--- src/rtl/md_defs.svh ---
/*
 * Multiply/divide unit widths and step counts
 */

`ifndef MD_DEFS_SVH
`define MD_DEFS_SVH

// Datapath word width
`define MD_XLEN 32

// One operand half for the 17x17 MAC
`define MD_HALF 16

// Accumulator and MAC result width
`define MD_MAC_W 34

// Quotient bits produced by the long divider
`define MD_DIV_STEPS 32

`endif

--- src/rtl/md_pkg.sv ---
/*
 * Multiply/divide unit types
 * Operator encoding and the engine state machines
 */

package md_pkg;

  // Operator selected by the issuing stage
  typedef enum logic [1:0] {
    MD_OP_MUL,
    MD_OP_MULH,
    MD_OP_DIV,
    MD_OP_REM
  } md_op_e;

  // Partial product step of the MAC multiplier
  typedef enum logic [1:0] {
    ALBL, ALBH, AHBL, AHBH
  } mult_state_e;

  // Long division sequence
  typedef enum logic [2:0] {
    DIV_IDLE, DIV_ABS_A, DIV_ABS_B, DIV_COMP, DIV_LAST, DIV_SIGN, DIV_FINISH
  } div_state_e;

endpackage

--- src/rtl/md_req_if.sv ---
/*
 * Registered request from the issue block to both engines
 */

`timescale 1ns/100ps
`include "md_defs.svh"

interface md_req_if;
  import md_pkg::*;

  // Start strobe, one cycle wide
  logic                go;
  // Operator and operand signedness, stable until the next go
  md_op_e              op;
  logic                a_signed;
  logic                b_signed;
  logic [`MD_XLEN-1:0] op_a;
  logic [`MD_XLEN-1:0] op_b;

  modport issuer (
    output go, op, a_signed, b_signed, op_a, op_b
  );

  modport engine (
    input go, op, a_signed, b_signed, op_a, op_b
  );

endinterface

--- src/rtl/md_div_long.sv ---
/*
 * Restoring long divider for DIV and REM, signed or unsigned
 * Zero divisor takes a short path to the architectural result
 */

`timescale 1ns/100ps
`include "md_defs.svh"

module md_div_long (
  input  logic                clk_i,
  input  logic                rst_ni,
  md_req_if.engine            req,
  output logic                done_o,
  output logic [`MD_XLEN-1:0] result_o
);
  import md_pkg::*;

  div_state_e          state_q;
  div_state_e          state_d;
  logic [4:0]          cnt_q;
  logic                div_op;
  logic                is_div;
  logic                b_zero;
  logic                sign_a;
  logic                sign_b;
  logic                negate;
  logic [`MD_XLEN:0]   sub_a;
  logic [`MD_XLEN:0]   sub_b;
  logic [`MD_XLEN+1:0] sub_res;
  logic                geq;
  logic [`MD_XLEN-1:0] rem_next;
  logic [`MD_XLEN-1:0] quo_next;
  logic [`MD_XLEN-1:0] num_q;
  logic [`MD_XLEN-1:0] den_q;
  logic [`MD_XLEN-1:0] rem_q;
  logic [`MD_XLEN-1:0] quo_q;
  logic [`MD_XLEN-1:0] res_q;

  assign div_op = (req.op == MD_OP_DIV) || (req.op == MD_OP_REM);
  assign is_div = (req.op == MD_OP_DIV);
  assign b_zero = (req.op_b == '0);
  assign sign_a = req.a_signed & req.op_a[`MD_XLEN-1];
  assign sign_b = req.b_signed & req.op_b[`MD_XLEN-1];
  // Quotient negative on differing signs, remainder follows the dividend
  assign negate = is_div ? (sign_a ^ sign_b) : sign_a;

  // Shared subtractor with a borrow bit on top
  assign sub_res = {1'b0, sub_a} - {1'b0, sub_b};

  always_comb begin
    sub_a = {rem_q, num_q[cnt_q]};
    sub_b = {1'b0, den_q};
    case (state_q)
      DIV_ABS_A: begin
        sub_a = '0;
        sub_b = {1'b0, req.op_a};
      end
      DIV_ABS_B: begin
        sub_a = '0;
        sub_b = {1'b0, req.op_b};
      end
      DIV_SIGN: begin
        sub_a = '0;
        sub_b = {1'b0, res_q};
      end
      default: ;
    endcase
  end

  // One restoring step, the quotient bit shifts in from the right
  assign geq      = ~sub_res[`MD_XLEN+1];
  assign rem_next = geq ? sub_res[`MD_XLEN-1:0] : sub_a[`MD_XLEN-1:0];
  assign quo_next = {quo_q[`MD_XLEN-2:0], geq};

  always_comb begin
    state_d = state_q;
    unique case (state_q)
      DIV_IDLE: begin
        if (req.go && div_op) begin
          state_d = b_zero ? DIV_FINISH : DIV_ABS_A;
        end
      end
      DIV_ABS_A:  state_d = DIV_ABS_B;
      DIV_ABS_B:  state_d = DIV_COMP;
      DIV_COMP: begin
        if (cnt_q == 5'd1) begin
          state_d = DIV_LAST;
        end
      end
      DIV_LAST:   state_d = DIV_SIGN;
      DIV_SIGN:   state_d = DIV_FINISH;
      DIV_FINISH: state_d = DIV_IDLE;
      default:    state_d = DIV_IDLE;
    endcase
  end

  always_ff @(posedge clk_i or negedge rst_ni) begin
    if (!rst_ni) begin
      state_q <= DIV_IDLE;
      cnt_q   <= '0;
    end else begin
      state_q <= state_d;
      if (state_q == DIV_ABS_B) begin
        cnt_q <= 5'(`MD_DIV_STEPS - 1);
      end else if (state_q == DIV_COMP) begin
        cnt_q <= cnt_q - 5'd1;
      end
    end
  end

  always_ff @(posedge clk_i) begin
    case (state_q)
      DIV_IDLE: begin
        // Zero-divisor result, overwritten later on the long path
        if (req.go) begin
          res_q <= is_div ? '1 : req.op_a;
        end
      end
      DIV_ABS_A: begin
        num_q <= sign_a ? sub_res[`MD_XLEN-1:0] : req.op_a;
      end
      DIV_ABS_B: begin
        den_q <= sign_b ? sub_res[`MD_XLEN-1:0] : req.op_b;
        rem_q <= '0;
        quo_q <= '0;
      end
      DIV_COMP: begin
        rem_q <= rem_next;
        quo_q <= quo_next;
      end
      DIV_LAST: begin
        res_q <= is_div ? quo_next : rem_next;
      end
      DIV_SIGN: begin
        if (negate) begin
          res_q <= sub_res[`MD_XLEN-1:0];
        end
      end
      default: ;
    endcase
  end

  assign done_o   = (state_q == DIV_FINISH);
  assign result_o = res_q;

  a_state_valid: assert property (@(posedge clk_i) disable iff (!rst_ni)
    state_q inside {DIV_IDLE, DIV_ABS_A, DIV_ABS_B, DIV_COMP, DIV_LAST, DIV_SIGN, DIV_FINISH});

endmodule

--- src/rtl/md_issue.sv ---
/*
 * Issue block of the multiply/divide unit
 * Accepts start strobes, holds the request and busy flag,
 * and registers the finished engine's result with a valid pulse
 */

`timescale 1ns/100ps
`include "md_defs.svh"

module md_issue (
  input  logic                clk_i,
  input  logic                rst_ni,
  input  logic                start_i,
  input  md_pkg::md_op_e      operator_i,
  input  logic [1:0]          signed_mode_i,
  input  logic [`MD_XLEN-1:0] op_a_i,
  input  logic [`MD_XLEN-1:0] op_b_i,
  md_req_if.issuer            req,
  input  logic                mult_done_i,
  input  logic [`MD_XLEN-1:0] mult_result_i,
  input  logic                div_done_i,
  input  logic [`MD_XLEN-1:0] div_result_i,
  output logic [`MD_XLEN-1:0] result_o,
  output logic                valid_o,
  output logic                busy_o
);

  logic accept;
  logic any_done;
  logic busy_q;
  logic fin_q;
  logic valid_q;

  // Starts while an operation is in flight are dropped
  assign accept   = start_i & ~busy_q;
  assign any_done = mult_done_i | div_done_i;

  always_ff @(posedge clk_i or negedge rst_ni) begin
    if (!rst_ni) begin
      req.go   <= 1'b0;
      busy_q   <= 1'b0;
      fin_q    <= 1'b0;
      valid_q  <= 1'b0;
      result_o <= '0;
    end else begin
      req.go <= accept;
      if (accept) begin
        busy_q <= 1'b1;
      end else if (fin_q) begin
        busy_q <= 1'b0;
      end
      // Result is captured first, valid follows one cycle later
      fin_q   <= any_done;
      valid_q <= fin_q;
      if (any_done) begin
        result_o <= mult_done_i ? mult_result_i : div_result_i;
      end
    end
  end

  // Request payload, held until the next accepted start
  always_ff @(posedge clk_i) begin
    if (accept) begin
      req.op       <= operator_i;
      req.a_signed <= signed_mode_i[0];
      req.b_signed <= signed_mode_i[1];
      req.op_a     <= op_a_i;
      req.op_b     <= op_b_i;
    end
  end

  assign valid_o = valid_q;
  assign busy_o  = busy_q;

  // Engines only finish while a request is open, and never both at once
  a_single_done: assert property (@(posedge clk_i) disable iff (!rst_ni)
    any_done |-> (busy_q && !(mult_done_i && div_done_i)));

endmodule

--- src/rtl/md_mult_mac.sv ---
/*
 * Sequential multiplier built around one 17x17 signed MAC
 * MUL finishes in three steps, MULH in four
 */

`timescale 1ns/100ps
`include "md_defs.svh"

module md_mult_mac (
  input  logic                clk_i,
  input  logic                rst_ni,
  md_req_if.engine            req,
  output logic                done_o,
  output logic [`MD_XLEN-1:0] result_o
);
  import md_pkg::*;

  mult_state_e                state_q;
  mult_state_e                state_d;
  logic                       mul_op;
  logic                       is_mul;
  logic                       a_neg;
  logic                       b_neg;
  logic [`MD_HALF-1:0]        mac_a;
  logic [`MD_HALF-1:0]        mac_b;
  logic                       sign_a;
  logic                       sign_b;
  logic signed [`MD_MAC_W-1:0] accum;
  logic signed [`MD_MAC_W-1:0] mac_res;
  logic [`MD_MAC_W-1:0]       acc_d;
  logic [`MD_MAC_W-1:0]       acc_q;

  assign mul_op      = (req.op == MD_OP_MUL) || (req.op == MD_OP_MULH);
  assign is_mul      = (req.op == MD_OP_MUL);
  assign a_neg       = req.a_signed & req.op_a[`MD_XLEN-1];
  assign b_neg       = req.b_signed & req.op_b[`MD_XLEN-1];

  // Sign bit is only set on a signed upper half
  assign mac_res = $signed({sign_a, mac_a}) * $signed({sign_b, mac_b}) + accum;

  always_comb begin
    mac_a    = req.op_a[`MD_HALF-1:0];
    mac_b    = req.op_b[`MD_HALF-1:0];
    sign_a   = 1'b0;
    sign_b   = 1'b0;
    accum    = '0;
    acc_d    = mac_res;
    state_d  = state_q;
    done_o   = 1'b0;
    result_o = mac_res[`MD_XLEN-1:0];

    unique case (state_q)
      ALBL: begin
        if (req.go && mul_op) begin
          state_d = ALBH;
        end
      end
      ALBH: begin
        mac_b  = req.op_b[`MD_XLEN-1:`MD_HALF];
        sign_b = b_neg;
        // al*bl is unsigned, so its upper half carries in without sign
        accum  = {{(`MD_MAC_W-`MD_HALF){1'b0}}, acc_q[`MD_XLEN-1:`MD_HALF]};
        if (is_mul) begin
          acc_d = {{(`MD_MAC_W-`MD_XLEN){1'b0}}, mac_res[`MD_HALF-1:0], acc_q[`MD_HALF-1:0]};
        end
        state_d = AHBL;
      end
      AHBL: begin
        mac_a  = req.op_a[`MD_XLEN-1:`MD_HALF];
        sign_a = a_neg;
        if (is_mul) begin
          // Only bits 31:16 of the running sum remain to be formed
          accum    = {{(`MD_MAC_W-`MD_HALF){1'b0}}, acc_q[`MD_XLEN-1:`MD_HALF]};
          result_o = {mac_res[`MD_HALF-1:0], acc_q[`MD_HALF-1:0]};
          done_o   = 1'b1;
          state_d  = ALBL;
        end else begin
          accum   = acc_q;
          state_d = AHBH;
        end
      end
      AHBH: begin
        mac_a  = req.op_a[`MD_XLEN-1:`MD_HALF];
        mac_b  = req.op_b[`MD_XLEN-1:`MD_HALF];
        sign_a = a_neg;
        sign_b = b_neg;
        // Cross terms shifted down by a half and sign-extended
        accum  = {{(`MD_MAC_W-`MD_HALF-2){acc_q[`MD_MAC_W-1]}},
                  acc_q[`MD_MAC_W-1:`MD_HALF]};
        done_o  = 1'b1;
        state_d = ALBL;
      end
    endcase
  end

  always_ff @(posedge clk_i or negedge rst_ni) begin
    if (!rst_ni) begin
      state_q <= ALBL;
    end else begin
      state_q <= state_d;
    end
  end

  // Accumulator
  always_ff @(posedge clk_i) begin
    acc_q <= acc_d;
  end

  a_state_known: assert property (@(posedge clk_i) disable iff (!rst_ni)
    !$isunknown(state_q));

endmodule

--- src/rtl/md_unit.sv ---
/*
 * Multiply/divide unit top level
 * Issue block feeding a MAC multiplier and a long divider
 */

`timescale 1ns/100ps
`include "md_defs.svh"

module md_unit (
  input  logic                clk_i,
  input  logic                rst_ni,
  input  logic                start_i,
  input  md_pkg::md_op_e      operator_i,
  input  logic [1:0]          signed_mode_i,
  input  logic [`MD_XLEN-1:0] op_a_i,
  input  logic [`MD_XLEN-1:0] op_b_i,
  output logic [`MD_XLEN-1:0] result_o,
  output logic                valid_o,
  output logic                busy_o
);

  logic                mult_done;
  logic [`MD_XLEN-1:0] mult_result;
  logic                div_done;
  logic [`MD_XLEN-1:0] div_result;

  md_req_if req_if ();

  md_issue u_issue (
    .clk_i         (clk_i),
    .rst_ni        (rst_ni),
    .start_i       (start_i),
    .operator_i    (operator_i),
    .signed_mode_i (signed_mode_i),
    .op_a_i        (op_a_i),
    .op_b_i        (op_b_i),
    .req           (req_if.issuer),
    .mult_done_i   (mult_done),
    .mult_result_i (mult_result),
    .div_done_i    (div_done),
    .div_result_i  (div_result),
    .result_o      (result_o),
    .valid_o       (valid_o),
    .busy_o        (busy_o)
  );

  // Both engines see every request and pick out their own operators
  md_mult_mac u_mult (
    .clk_i    (clk_i),
    .rst_ni   (rst_ni),
    .req      (req_if.engine),
    .done_o   (mult_done),
    .result_o (mult_result)
  );

  md_div_long u_div (
    .clk_i    (clk_i),
    .rst_ni   (rst_ni),
    .req      (req_if.engine),
    .done_o   (div_done),
    .result_o (div_result)
  );

endmodule

--- config.mk ---
export PLATFORM = sky130hd
export DESIGN_NAME = md_unit
export DESIGN_NICKNAME = d
export VERILOG_FILES = /design/src/rtl/md_pkg.sv /design/src/rtl/md_req_if.sv /design/src/rtl/md_div_long.sv /design/src/rtl/md_issue.sv /design/src/rtl/md_mult_mac.sv /design/src/rtl/md_unit.sv
export VERILOG_INCLUDE_DIRS = /design/src /design/src/rtl
export SDC_FILE = /design/constraint.sdc
export NUM_CORES = 2
export LEC_CHECK = 0
export ABC_CLOCK_PERIOD_IN_PS = 23300
export BUFFER_PORTS_ARGS = -buffer_cell sky130_fd_sc_hd__clkbuf_2
export CAP_MARGIN = 15
export CORE_MARGIN = 8
export CORE_UTILIZATION = 60
export CTS_BUF_LIST = sky130_fd_sc_hd__clkbuf_4 sky130_fd_sc_hd__clkbuf_8
export CTS_CLUSTER_DIAMETER = 150
export DETAILED_ROUTE_END_ITERATION = 16
export MAX_ROUTING_LAYER = met4
export PLACE_DENSITY = 0.85
export SYNTH_ARGS = -nofsm -noshare
export SYNTH_HDL_FRONTEND = slang
export SYNTH_HIERARCHICAL = 1
export SYNTH_SLANG_ARGS = --single-unit
--- constraint.sdc ---
create_clock -name clk_i -period 23.3 [get_ports clk_i]
set_input_delay 3.495 -clock clk_i [delete_from_list [all_inputs] [get_ports clk_i]]
set_output_delay 3.495 -clock clk_i [all_outputs]
set_load 0.05 [all_outputs]
==> results.sh <==
export IMPL_endpoint="u_issue/result_o[29]"
export IMPL_viasPerCell=6.40
export IMPL_dr_total_vias=24600
export IMPL_syn_area_per_cell_sq_um=9.73
export IMPL_critPathKind="reg -> reg"
export IMPL_drtAntennaViolNets=0
export IMPL_postPlaceCellArea_sq_mm=0.0309
export IMPL_crit_chain="nand2_1 > nand2b_1 > a22oi_1 > fa_1 > inv_1 > fa_1 > ha_1 > inv_1 > fa_1 > inv_1 > fa_1 > inv_1 > fa_1 > inv_1 > ha_1 > nand4_1 > a21oi_1 > nand4_1 > o21ai_1 > a21boi_0 > xnor2_1 > mux2_2 > nand2_1 > o21ai_1"
export IMPL_fp_coreArea_sq_mm=0.0490
export IMPL_cts_root_buf="clkbuf_8"
export IMPL_synth_seq_area_share=0.296
export IMPL_syn_area_sq_mm=0.0298
export IMPL_dieArea_sq_mm=0.0570
export IMPL_reg2reg_slack_ns=15.00
export IMPL_layoutNonFillerInstCount=3841
export IMPL_drt_iter0_drc=2990
export IMPL_numCtsBuffers=53
export IMPL_die_width_um=239
export IMPL_multi_input_area_sq_mm=0.0184
export IMPL_cp_startpoint="u_mult/state_q[1]"
export IMPL_hp_class="reg -> reg"
export IMPL_drt_pass1_iter_count=7
export IMPL_synth_edff_count=243
export IMPL_grt_setup_unrepaired="false"
export IMPL_num_rows=81
export IMPL_finalHoldViolations=0
export IMPL_crit_buf_inv=5
export IMPL_status="finished, final reports clean"
export IMPL_clk_pin_slew_ns=0.07
export IMPL_synth_cell_types=98
export IMPL_r2r_start="u_mult/state_q[1]"
export IMPL_gp_congestion=1.03
export IMPL_synthArstFlopShare=0.150
export IMPL_critPathLaunchType="flip-flop"
export IMPL_cts_tree="built"
export IMPL_slowest_stage="dfrtp_2"
export IMPL_crit_arrival_ns=8.84
export IMPL_crit_fanout=45
export IMPL_max_stage_delay_ns=1.00
export IMPL_cts_resized=0
export IMPL_routed_wl_um=104000
export IMPL_synth_flop_cell="edfxtp_1"
export IMPL_use_met1=0.437
export IMPL_end_kind="flip-flop"
export IMPL_period_share=0.356
export IMPL_overflow=0
export IMPL_cts_setup_buffers=0
export IMPL_use_met3=0.104
export IMPL_slew_violations=0
export IMPL_timing_rr_end="u_issue/result_o[29]"
export IMPL_max_cap_viol_count=0
export IMPL_clock_skew_ns=0.0318
export IMPL_register_area_sq_mm=0.00881
export IMPL_r2r_cells=24
export IMPL_ys_seq_elements=307
export IMPL_syn_num_nets=3609
export IMPL_grt_max_degree=70
export IMPL_clockBufferDepth=3
export IMPL_cts_sinks=307
export IMPL_n_fill_cell=3909
export IMPL_grt_use_total=0.376
export IMPL_yosysWarnings=6
export IMPL_die_h_um=239
export IMPL_setup_viol=0
export IMPL_port_buffers=104
export IMPL_ys_top_cells_by_area="edfxtp_1 24%, fa_1 23%, inv_1 6.4%"
export IMPL_placedCellCount=3733
export IMPL_min_period_ns=8.30
export IMPL_max_freq_mhz=120
export IMPL_cp_depth=24
export IMPL_hpwl_um=80800
export IMPL_antenna_found_initial=3
export IMPL_synth_cells=3062
export IMPL_fin_ws_ns=15.00
export IMPL_clock_latency_ns=0.69
export IMPL_synth_most_common_cell="inv_1"
export IMPL_tns_ns=0
export IMPL_cts_hold_buffers_added=0
export IMPL_drc=0
export IMPL_start_util=0.609
export IMPL_critical_path_top_delay_family="adder cells"
export IMPL_design_area_sq_mm=0.0321
export IMPL_cp_required_ns=23.84
export IMPL_io_pins=105
export IMPL_yosys_top_cells_count="506 x inv_1, 367 x nand2_1, 340 x fa_1"
export IMPL_grt_pass1_vias=25000
export IMPL_slew_headroom=0.124
export IMPL_grt_first_pass_wirelength_um=156000
export IMPL_yosys_area_top_type_share=0.245
export IMPL_cts_htree_levels=2
export IMPL_drive_above_1_share=0.120
export IMPL_avgRoutedWirePerCell_um=27.2
export IMPL_yosys_area_top_type="edfxtp_1"
export IMPL_fin_nets=3676
export IMPL_worst_slew_pin_slew_ns=1.28
export IMPL_met2_usage=0.572
export IMPL_top_usage_layer="met2"
export IMPL_area_growth_pct=7.70
export IMPL_dp_slack_ns=15.11
-- through the flow --
step	hold WS, ns	utilization
after floorplan	0.354	-
after global placement	0.357	0.630
after detailed placement	0.384	0.630
after CTS	0.403	0.654
after global routing	0.401	0.655
final	0.414	0.655
-- how the worst min path moves through the flow --
stage	start	endpoint	slack, ns	cells past startpoint
2_1_floorplan	u_issue/fin_q	u_issue/valid_o	0.35	0
3_3_place_gp	u_issue/fin_q	u_issue/valid_o	0.36	0
3_5_place_dp	u_issue/fin_q	u_issue/valid_o	0.38	0
4_1_cts	u_issue/fin_q	u_issue/valid_o	0.40	0
5_1_grt	u_issue/fin_q	u_issue/valid_o	0.40	0
6_report	u_issue/fin_q	u_issue/valid_o	0.41	0
-- sequential cells by signal, indices dropped and copies added (netlist names), 2 cells and up --
signal,flops
u_issue/req.op,2
u_mult/acc_q,34
u_div/state_q,3
u_div/den_q,32
u_mult/state_q,2
u_div/cnt_q,5
u_div/rem_q,32
u_issue/req.op_b,32
u_issue/req.op_a,32
u_div/num_q,32
u_div/quo_q,31
u_issue/result_o,32
u_div/result_o,32
-- placed cells by master (no fill, tap or decap), types with 17 or more instances in the layout --
cell type and instances:
dfxtp_1 18, ha_1 136, dfrtp_1 43, mux2i_1 110, a22oi_1 26, nand2b_1 22
xnor2_1 40, buf_4 50, o21ai_0 142, fa_1 340, nor3_1 22, o221ai_1 48
edfxtp_1 243, o21ai_1 47, nor2_1 282, xor2_1 29, nand2_1 366, a21o_1 33
clkbuf_4 20, inv_1 506, clkbuf_8 61, nand3_1 24, and2_1 17, mux2_2 56
clkbuf_2 104, and3_1 26, a21oi_1 88
-- layout make-up --
type,instances,share of cell area
diodes,4,0.000312
clock buffers,81,0.0308
clock inverters,18,0.00573
inverters,507,0.0594
multi-input cells,2105,0.575
flip-flops and latches,307,0.275
well taps,664,0.0259
repair buffers,155,0.0284
-- cell families after synthesis --
kind of cell    synth area share
compound gates             0.118
mux                       0.0695
fa+ha+maj                  0.286
simple gates               0.124
flops                      0.296
xor+xnor                  0.0203
buf+inv                   0.0869
-- layer usage --
metal,wire length [um],part of all wire
met5,0,0
met4,9040,0.087
met3,12200,0.12
met2,46700,0.45
met1,36400,0.35
Power is not shown: default switching activity piles up to over one toggle a cycle in this logic, so the estimate is an artifact.
